`config.mk`:
```
export PLATFORM = sky130hd
export DESIGN_NAME = dfe_fir
export DESIGN_NICKNAME = d
export VERILOG_FILES = /design/src/hw/dfe_fir_pkg.sv /design/src/hw/dfe_stream_pkg.sv /design/src/hw/dfe_fir.sv /design/src/hw/dfe_ovrfl_undfl_det.sv /design/src/hw/dfe_intrp_fir.sv /design/src/hw/dfe_chan_seq.sv
export SDC_FILE = /design/constraint.sdc
export NUM_CORES = 2
export LEC_CHECK = 0
export ABC_AREA = 1
export BUFFER_PORTS_ARGS = -buffer_cell sky130_fd_sc_hd__buf_2
export CAP_MARGIN = 40
export CORE_UTILIZATION = 30
export CTS_CLUSTER_SIZE = 14
export DETAILED_ROUTE_END_ITERATION = 8
export SYNTH_ARGS = -nofsm -noshare
export SYNTH_HDL_FRONTEND = slang
export SYNTH_SLANG_ARGS = --single-unit
```
`constraint.sdc`:
```
create_clock -name clk -period 15.7 [get_ports clk]
set_clock_uncertainty 0.1 [all_clocks]
set_input_delay 3.14 -clock clk [delete_from_list [all_inputs] [get_ports clk]]
set_output_delay 3.14 -clock clk [all_outputs]
set_load 0.01 [all_outputs]
```
`src/hw/dfe_fir_pkg.sv`:
```
package dfe_fir_pkg;

   //////////////////////////////////////////////////
   // polyphase geometry
   localparam int NUM_CHAN       = 2;                  // carriers sharing the stage
   localparam int CHAN_BW        = $clog2(NUM_CHAN);   // delay line select
   localparam int NUM_TAPS       = 8;
   localparam int TAPS_PER_PHASE = NUM_TAPS / 2;       // interp by 2

   //////////////////////////////////////////////////
   // arithmetic widths
   localparam int COEF_BW   = 16;
   localparam int FULL_BW   = 34;                  // 16x16 product + 2 bits for 4 terms
   localparam int DROP_LSBS = 15;                  // coefs are Q1.15
   localparam int KEPT_BW   = FULL_BW - DROP_LSBS; // 19 bits into the saturator

   //////////////////////////////////////////////////
   // prototype filter, index is tap number
   // phase 0 takes the even taps, phase 1 the odd ones
   // even taps sum to exactly 1.0, so full scale DC just fits
   // odd taps sum to about 1.5, full scale DC lands one bit over
   // sign matched full scale on the odd phase goes past 2.0
   localparam logic signed [COEF_BW-1:0] coef_tab [NUM_TAPS] = '{
      -16'sd2048,   // tap 0, phase 0
      -16'sd8192,   // tap 1, phase 1
      16'sd18432,   // tap 2
      16'sd32767,   // tap 3
      16'sd18432,   // tap 4
      16'sd32767,   // tap 5
      -16'sd2048,   // tap 6
      -16'sd8192    // tap 7
   };

   // delay line k of a phase meets coef_tab[2*k + phase]
   // k = 0 is the newest sample of that carrier
   // so the phase output is y = sum x[n-k] * c[2k+p] >> 15

endpackage
```
`src/hw/dfe_stream_pkg.sv`:
```
package dfe_stream_pkg;

   import dfe_fir_pkg::*;  // FULL_BW for accumulator words

   //////////////////////////////////////////////////
   // sample and id widths
   localparam int PRECISION = 16;  // I and Q rails
   localparam int USER_BW   = 2;   // carrier id on tuser

   // saturation limits of one rail
   localparam logic signed [PRECISION-1:0] SAMPLE_MAX = {1'b0, {(PRECISION-1){1'b1}}};
   localparam logic signed [PRECISION-1:0] SAMPLE_MIN = {1'b1, {(PRECISION-1){1'b0}}};

   //////////////////////////////////////////////////
   // error_flag bit positions, 6..4 unused
   localparam int ERR_I_PLUS1 = 0;  // I one bit past range
   localparam int ERR_I_ALL   = 1;  // I further out
   localparam int ERR_Q_PLUS1 = 2;
   localparam int ERR_Q_ALL   = 3;
   localparam int ERR_CHANID  = 7;  // carrier id out of sequence

   //////////////////////////////////////////////////
   // stream words
   typedef struct packed {
      logic signed [PRECISION-1:0] q;  // upper half of tdata
      logic signed [PRECISION-1:0] i;  // lower half
   } iq_t;

   typedef struct packed {
      logic               valid;
      logic [USER_BW-1:0] user;  // carrier id
      iq_t                data;
   } beat_t;  // 35 bits

   // full precision filter result per rail
   typedef struct packed {
      logic signed [FULL_BW-1:0] q;
      logic signed [FULL_BW-1:0] i;
   } fir_acc_t;  // 68 bits

endpackage

```
`src/hw/dfe_fir.sv`:
```
`timescale 1ns/1ps

module dfe_fir import dfe_stream_pkg::*; (
   input  logic       clk,
   input  logic       arst_n,
   input  logic       clk_en,      // low freezes the whole stage
   input  beat_t      in_beat,     // valid field is in_valid
   output logic       in_ready,
   output beat_t      out_beat,    // no ready, consumer always takes it
   output logic [7:0] error_flag
);

   beat_t                       tap_req;
   logic                        tap_phase;
   logic                        seq_chan_err;
   fir_acc_t                    acc;
   logic                        acc_valid;
   logic [USER_BW-1:0]          acc_user;
   logic                        fir_chan_err;
   logic signed [PRECISION-1:0] dout_i;
   logic signed [PRECISION-1:0] dout_q;
   logic                        i_plus1;
   logic                        i_all;
   logic                        q_plus1;
   logic                        q_all;
   logic                        out_valid;   // aligned with saturator outputs
   logic [USER_BW-1:0]          out_user;
   logic                        out_chan_err;

   //////////////////////////////////////////////////
   // input side and filter
   dfe_chan_seq u_dfe_chan_seq (
      .clk       (clk),
      .arst_n    (arst_n),
      .clk_en    (clk_en),
      .in_beat   (in_beat),
      .in_ready  (in_ready),
      .tap_req   (tap_req),
      .tap_phase (tap_phase),
      .chan_err  (seq_chan_err)
   );

   dfe_intrp_fir u_dfe_intrp_fir (
      .clk         (clk),
      .arst_n      (arst_n),
      .clk_en      (clk_en),
      .tap_req     (tap_req),
      .tap_phase   (tap_phase),
      .chan_err_in (seq_chan_err),
      .acc         (acc),
      .acc_valid   (acc_valid),
      .acc_user    (acc_user),
      .chan_err    (fir_chan_err)
   );

   //////////////////////////////////////////////////
   // per rail saturation
   dfe_ovrfl_undfl_det u_i_ovrfl_undfl_det (
      .clk        (clk),
      .arst_n     (arst_n),
      .clk_en     (clk_en),
      .data_in    (acc.i),
      .data_out   (dout_i),
      .flag_plus1 (i_plus1),
      .flag_all   (i_all)
   );

   dfe_ovrfl_undfl_det u_q_ovrfl_undfl_det (
      .clk        (clk),
      .arst_n     (arst_n),
      .clk_en     (clk_en),
      .data_in    (acc.q),
      .data_out   (dout_q),
      .flag_plus1 (q_plus1),
      .flag_all   (q_all)
   );

   // sideband delayed to match the saturator stage
   always_ff @(posedge clk or negedge arst_n) begin
      if (!arst_n) begin
         out_valid    <= 1'b0;
         out_user     <= '0;
         out_chan_err <= 1'b0;
      end else if (clk_en) begin
         out_valid    <= acc_valid;
         out_user     <= acc_user;
         out_chan_err <= fir_chan_err;
      end
   end

   assign out_beat.valid  = out_valid;
   assign out_beat.user   = out_user;
   assign out_beat.data.i = dout_i;   // low half
   assign out_beat.data.q = dout_q;

   // flag byte, bits 6..4 stay zero
   always_comb begin
      error_flag              = '0;
      error_flag[ERR_I_PLUS1] = i_plus1;
      error_flag[ERR_I_ALL]   = i_all;
      error_flag[ERR_Q_PLUS1] = q_plus1;
      error_flag[ERR_Q_ALL]   = q_all;
      error_flag[ERR_CHANID]  = out_chan_err;
   end

endmodule

```
`src/hw/dfe_ovrfl_undfl_det.sv`:
```
`timescale 1ns/1ps

module dfe_ovrfl_undfl_det import dfe_stream_pkg::*, dfe_fir_pkg::*; (
   input  logic                        clk,
   input  logic                        arst_n,
   input  logic                        clk_en,
   input  logic signed [FULL_BW-1:0]   data_in,     // one rail, full precision
   output logic signed [PRECISION-1:0] data_out,
   output logic                        flag_plus1,  // needed one extra bit
   output logic                        flag_all     // needed more than that
);

   logic signed [KEPT_BW-1:0]   kept;      // after lsb truncation
   logic                        fit_out;   // fits PRECISION bits
   logic                        fit_one;   // fits PRECISION+1 bits
   logic signed [PRECISION-1:0] sat_val;

   //////////////////////////////////////////////////
   // range check
   assign kept = data_in[FULL_BW-1:DROP_LSBS];  // plain truncation, no rounding

   // bits above the output sign must all copy it
   assign fit_out = (&kept[KEPT_BW-1:PRECISION-1]) || !(|kept[KEPT_BW-1:PRECISION-1]);
   assign fit_one = (&kept[KEPT_BW-1:PRECISION]) || !(|kept[KEPT_BW-1:PRECISION]);

   assign sat_val = kept[KEPT_BW-1] ? SAMPLE_MIN : SAMPLE_MAX;  // clamp by sign

   //////////////////////////////////////////////////
   // registered outputs
   always_ff @(posedge clk or negedge arst_n) begin
      if (!arst_n) begin
         flag_plus1 <= 1'b0;
         flag_all   <= 1'b0;
      end else if (clk_en) begin
         flag_plus1 <= !fit_out && fit_one;
         flag_all   <= !fit_one;
      end
   end

   always_ff @(posedge clk) begin
      if (clk_en) begin
         data_out <= fit_out ? kept[PRECISION-1:0] : sat_val;
      end
   end

endmodule

```
`src/hw/dfe_intrp_fir.sv`:
```
`timescale 1ns/1ps

module dfe_intrp_fir import dfe_stream_pkg::*, dfe_fir_pkg::*; (
   input  logic               clk,
   input  logic               arst_n,
   input  logic               clk_en,
   input  beat_t              tap_req,
   input  logic               tap_phase,
   input  logic               chan_err_in,
   output fir_acc_t           acc,        // full precision, both rails
   output logic               acc_valid,
   output logic [USER_BW-1:0] acc_user,
   output logic               chan_err
);

   iq_t                       dly [NUM_CHAN][TAPS_PER_PHASE];  // per carrier, newest at 0
   iq_t                       win [TAPS_PER_PHASE];            // samples into the MAC
   logic [CHAN_BW-1:0]        ch;
   logic                      shift_en;
   logic signed [FULL_BW-1:0] sum_i;
   logic signed [FULL_BW-1:0] sum_q;

   assign ch       = tap_req.user[CHAN_BW-1:0];  // carrier select
   assign shift_en = clk_en && tap_req.valid && !tap_phase;  // only phase 0 loads

   //////////////////////////////////////////////////
   // delay lines
   // cleared on reset so the first outputs of a carrier see zero history
   always_ff @(posedge clk or negedge arst_n) begin
      if (!arst_n) begin
         for (int c = 0; c < NUM_CHAN; c++) begin
            for (int k = 0; k < TAPS_PER_PHASE; k++) begin
               dly[c][k] <= '0;
            end
         end
      end else if (shift_en) begin
         dly[ch][0] <= tap_req.data;
         for (int k = 1; k < TAPS_PER_PHASE; k++) begin
            dly[ch][k] <= dly[ch][k-1];
         end
      end
   end

   //////////////////////////////////////////////////
   // tap window
   // phase 0 sees the incoming sample ahead of the line,
   // phase 1 sees the line after that shift
   always_comb begin
      if (tap_phase) begin
         for (int k = 0; k < TAPS_PER_PHASE; k++) begin
            win[k] = dly[ch][k];
         end
      end else begin
         win[0] = tap_req.data;   // not yet in the line
         for (int k = 1; k < TAPS_PER_PHASE; k++) begin
            win[k] = dly[ch][k-1];
         end
      end
   end

   //////////////////////////////////////////////////
   // multiply accumulate, all signed at FULL_BW
   always_comb begin
      sum_i = '0;
      sum_q = '0;
      for (int k = 0; k < TAPS_PER_PHASE; k++) begin
         sum_i = sum_i + win[k].i * coef_tab[2*k + tap_phase];  // even or odd tap
         sum_q = sum_q + win[k].q * coef_tab[2*k + tap_phase];
      end
   end

   // result register, id and error ride along
   always_ff @(posedge clk or negedge arst_n) begin
      if (!arst_n) begin
         acc       <= '0;    // keeps saturator flags clean before first beat
         acc_valid <= 1'b0;
         acc_user  <= '0;
         chan_err  <= 1'b0;
      end else if (clk_en) begin
         acc_valid <= tap_req.valid;
         if (tap_req.valid) begin
            acc.i    <= sum_i;
            acc.q    <= sum_q;
            acc_user <= tap_req.user;
            chan_err <= chan_err_in;
         end
      end
   end

   // phase 1 reuses the line phase 0 just loaded, same carrier required
   a_phase_pair : assert property (@(posedge clk iff clk_en) disable iff (!arst_n)
      (tap_req.valid && tap_phase) |->
         ($past(tap_req.valid && !tap_phase) && (tap_req.user == $past(tap_req.user))));

endmodule

```
`src/hw/dfe_chan_seq.sv`:
```
`timescale 1ns/1ps

module dfe_chan_seq import dfe_stream_pkg::*, dfe_fir_pkg::*; (
   input  logic  clk,
   input  logic  arst_n,
   input  logic  clk_en,
   input  beat_t in_beat,    // valid field is the handshake valid
   output logic  in_ready,
   output beat_t tap_req,    // held beat, issued twice
   output logic  tap_phase,  // 0 first issue, 1 second
   output logic  chan_err    // id mismatch, rides both issues
);

   logic               accept;
   logic               req_valid;
   logic [USER_BW-1:0] req_user;
   iq_t                req_data;
   logic [USER_BW-1:0] exp_id;   // id expected on next acceptance
   logic [USER_BW-1:0] next_id;

   // stalled only in the phase 0 slot, next beat can land during phase 1
   assign in_ready = !(req_valid && !tap_phase);
   assign accept   = in_beat.valid && in_ready && clk_en;
   assign next_id  = USER_BW'((int'(in_beat.user) + 1) % NUM_CHAN);  // wraps on NUM_CHAN

   //////////////////////////////////////////////////
   // issue pacing and id check
   always_ff @(posedge clk or negedge arst_n) begin
      if (!arst_n) begin
         req_valid <= 1'b0;
         tap_phase <= 1'b0;
         chan_err  <= 1'b0;
         exp_id    <= '0;
      end else if (clk_en) begin
         if (accept) begin
            req_valid <= 1'b1;
            tap_phase <= 1'b0;
            chan_err  <= (in_beat.user != exp_id);
            exp_id    <= next_id;       // resync on what was received, one skip one error
         end else if (req_valid && !tap_phase) begin
            tap_phase <= 1'b1;          // second issue of same beat
         end else begin
            req_valid <= 1'b0;          // idle
            tap_phase <= 1'b0;
         end
      end
   end

   // beat held for both issues
   always_ff @(posedge clk) begin
      if (accept) begin
         req_user <= in_beat.user;
         req_data <= in_beat.data;
      end
   end

   assign tap_req.valid = req_valid;
   assign tap_req.user  = req_user;
   assign tap_req.data  = req_data;

   // a beat offered but not taken stays on the bus unchanged
   a_hold_stalled : assert property (@(posedge clk) disable iff (!arst_n)
      (in_beat.valid && !(in_ready && clk_en)) |=> (in_beat.valid && $stable(in_beat)));

endmodule

```
==> impl_metrics.json <==
{
  "n_fill_cell": 20900,
  "synth_edf_count": 66,
  "cts_sinks": 376,
  "yosys_warnings": 0,
  "hp-class": "register to register",
  "final_cell_area_sq_mm": 0.0654,
  "cp-start-kind": "register",
  "wire_per_inst_microns": 18.0,
  "htreeDepth": 2,
  "relSlewSlack": 0.313,
  "avgSynthCellArea_sq_um": 8.67,
  "syn_inst": 6943,
  "post_cts_buffers": 0,
  "final_core_util": 0.328,
  "layout.nets": 8747,
  "setup_viol": 0,
  "critPathKind": "register to register",
  "tritoncts": "built",
  "ys_types": 51,
  "cts-root-buf": "clkbuf_16",
  "async_reset_ff_frac": 0.824,
  "post_cts_resized": 0,
  "drc": 0,
  "path_max_fanout": 152,
  "fp.dieArea_sq_mm": 0.202,
  "critPathSlowestCell": "fa_1",
  "start_util": 0.302,
  "ant_nets": 0,
  "fin_crit_sh": 0.724,
  "cap_violations": 0,
  "slew_violations": 0,
  "r2r_slack_ps": 4330,
  "clkTransAtPathRegs_ps": 60,
  "multi_input_area_sq_mm": 0.0431,
  "cts.path.max_buffers": 3,
  "ys_seq_area_frac": 0.162,
  "grt_pass1_wl_mm": 273,
  "setup-tns-final_ps": 0,
  "seq_area_sq_mm": 0.00974,
  "first_pass_iters": 6,
  "grt_usage": 0.173,
  "ys.flop_type": "dfrtp_1",
  "timing.final.crit_period_ps": 11370,
  "dieHeight_microns": 450,
  "placed_area_sq_mm": 0.0638,
  "rsz0062_at_grt": "false",
  "viasPerCell": 4.63,
  "worstMarginPinSlew_ps": 1020,
  "dr_total_vias": 44900,
  "numPlacedInstances": 9602,
  "fp-row-count": 164,
  "grt_overflow": 0,
  "hold_buffers": 0,
  "insertion_delay_ps": 630,
  "drtIter0Drc": 3131,
  "fp.dieW_microns": 450,
  "antenna_found_initial": 9,
  "grt_pass1_vias": 46800,
  "syn_to_final_growth_pct": 8.71,
  "ys_ff_latch": 376,
  "cts_made_buffers": 44,
  "wl_mm": 174,
  "hold_viol_final": 0,
  "fin_cells": 9684,
  "ios": 82,
  "drive_above_1_share": 0.0420,
  "status": "complete, no violations",
  "crit_required_ps": 16080,
  "portBuffers": 78,
  "path_common_cell": "inv_1",
  "syn_area_sq_mm": 0.0602,
  "dpl.hpwl_mm": 150,
  "globalplace.congestion": 0.969,
  "grt_max_degree": 180,
  "crit_path_end_kind": "register",
  "design.core.area_sq_mm": 0.199,
  "max_freq_mhz": 87.9,
  "cpPeakStageDelay_ps": 540,
  "arrival_ps": 11750
}
-- synth_stat cells, drive strengths merged (12+ instances only) --
master / count / area share
buf: 74 / 0.0078
a21boi: 16 / 0.0020
nor3: 34 / 0.0028
o21a: 21 / 0.0026
o21bai: 50 / 0.0062
dfrtp: 310 / 0.13
a31oi: 23 / 0.0024
a21o: 33 / 0.0041
nor2: 396 / 0.025
nand4: 26 / 0.0027
xor2: 119 / 0.017
or2: 22 / 0.0023
ha: 762 / 0.16
a21oi: 265 / 0.022
edfxtp: 66 / 0.033
xnor2: 107 / 0.016
nand2: 1069 / 0.068
o22ai: 31 / 0.0032
clkbuf: 84 / 0.0052
o211ai: 12 / 0.0015
fa: 955 / 0.32
nand3: 115 / 0.010
inv: 1756 / 0.11
o21ai: 555 / 0.046
-- routing by layer --
layer,up-vias,track usage,part of all wire
met5,-,0,0.00033
met4,8,0.0430,0.028
met3,200,0.0220,0.046
met2,997,0.296,0.49
met1,22300,0.229,0.44
li1,21300,-,-
-- layout by cell type, fill, tap and decap left out, types with 31 or more instances in the layout --
master / instances
dfrtp_1: 309
o22ai_1: 31
nor3_1: 34
ha_1: 762
buf_2: 89
xor2_1: 119
o21bai_1: 50
nand3_1: 110
xnor2_1: 107
a21o_1: 33
inv_1: 1744
clkbuf_16: 44
fa_1: 955
edfxtp_1: 66
buf_4: 57
o21ai_1: 47
nor2_1: 384
o21ai_0: 506
nand2_1: 1051
a21oi_1: 265
-- registers in the layout (all words and copies together), names as in the netlist, 2 cells and up --
name                          flops
u_dfe_chan_seq.req_user           2
u_dfe_intrp_fir.acc              38
u_i_ovrfl_undfl_det.data_out     16
u_dfe_intrp_fir.acc_user          2
out_user                          2
u_dfe_intrp_fir.dly             256
u_dfe_chan_seq.tap_req           32
u_q_ovrfl_undfl_det.data_out     16
-- critical path: cells and delay by family, from the launching register on --
family	cells	cell delay (ps)
compound gates	10	2310
xor+xnor	1	540
fa+ha+maj	10	4320
buf+inv	11	1780
flops	1	320
simple gates	10	1650
-- area by class of cell --
| cell class | count | area share |
|---|---|---|
| multi-input cells | 4659 | 0.659 |
| flip-flops and latches | 376 | 0.149 |
| inverters | 1756 | 0.101 |
| well taps | 2656 | 0.0508 |
| clock buffers | 60 | 0.0185 |
| repair buffers | 155 | 0.0164 |
| clock inverters | 21 | 0.00545 |
| diodes | 1 | 0.0000383 |
-- worst paths after layout --
path	depth (start not counted)	start	to
max in group asynchronous	2	arst_n	u_dfe_intrp_fir.dly[158]$_DFFE_PN0P_
max	42	u_dfe_chan_seq.req_user[0]$_DFFE_PP_	u_dfe_intrp_fir.acc[27]$_DFFE_PN0P_
min	2	u_dfe_chan_seq.req_user[1]$_DFFE_PP_	u_dfe_intrp_fir.acc_user[1]$_DFFE_PN0P_
max reg2reg	42	u_dfe_chan_seq.req_user[0]$_DFFE_PP_	u_dfe_intrp_fir.acc[27]$_DFFE_PN0P_
min reg2reg	2	u_dfe_chan_seq.req_user[1]$_DFFE_PP_	u_dfe_intrp_fir.acc_user[1]$_DFFE_PN0P_
min in group asynchronous	1	arst_n	u_dfe_intrp_fir.acc[49]$_DFFE_PN0P_
-- kinds of logic (layout without fill, tap and decap cells) --
logic type	after synthesis	count (layout)	share of synthesized area
xor+xnor	226	226	0.0329
compound gates	1021	1021	0.0924
fa+ha+maj	1717	1717	0.476
other cells	2	9	0.000125
buf+inv	1914	1992	0.123
flops	376	376	0.162
simple gates	1683	1683	0.113
mux	4	4	0.000665
-- metrics by stage --
stage               worst slack [ps]  hold slack [ps]
floorplan                       6390              318
global placement                4600              323
detailed placement              4420              330
CTS                             4400              349
global route                    3740              387
finish                          4330              346
Power is not shown: default switching activity piles up to over one toggle a cycle in this logic, so the estimate is an artifact.
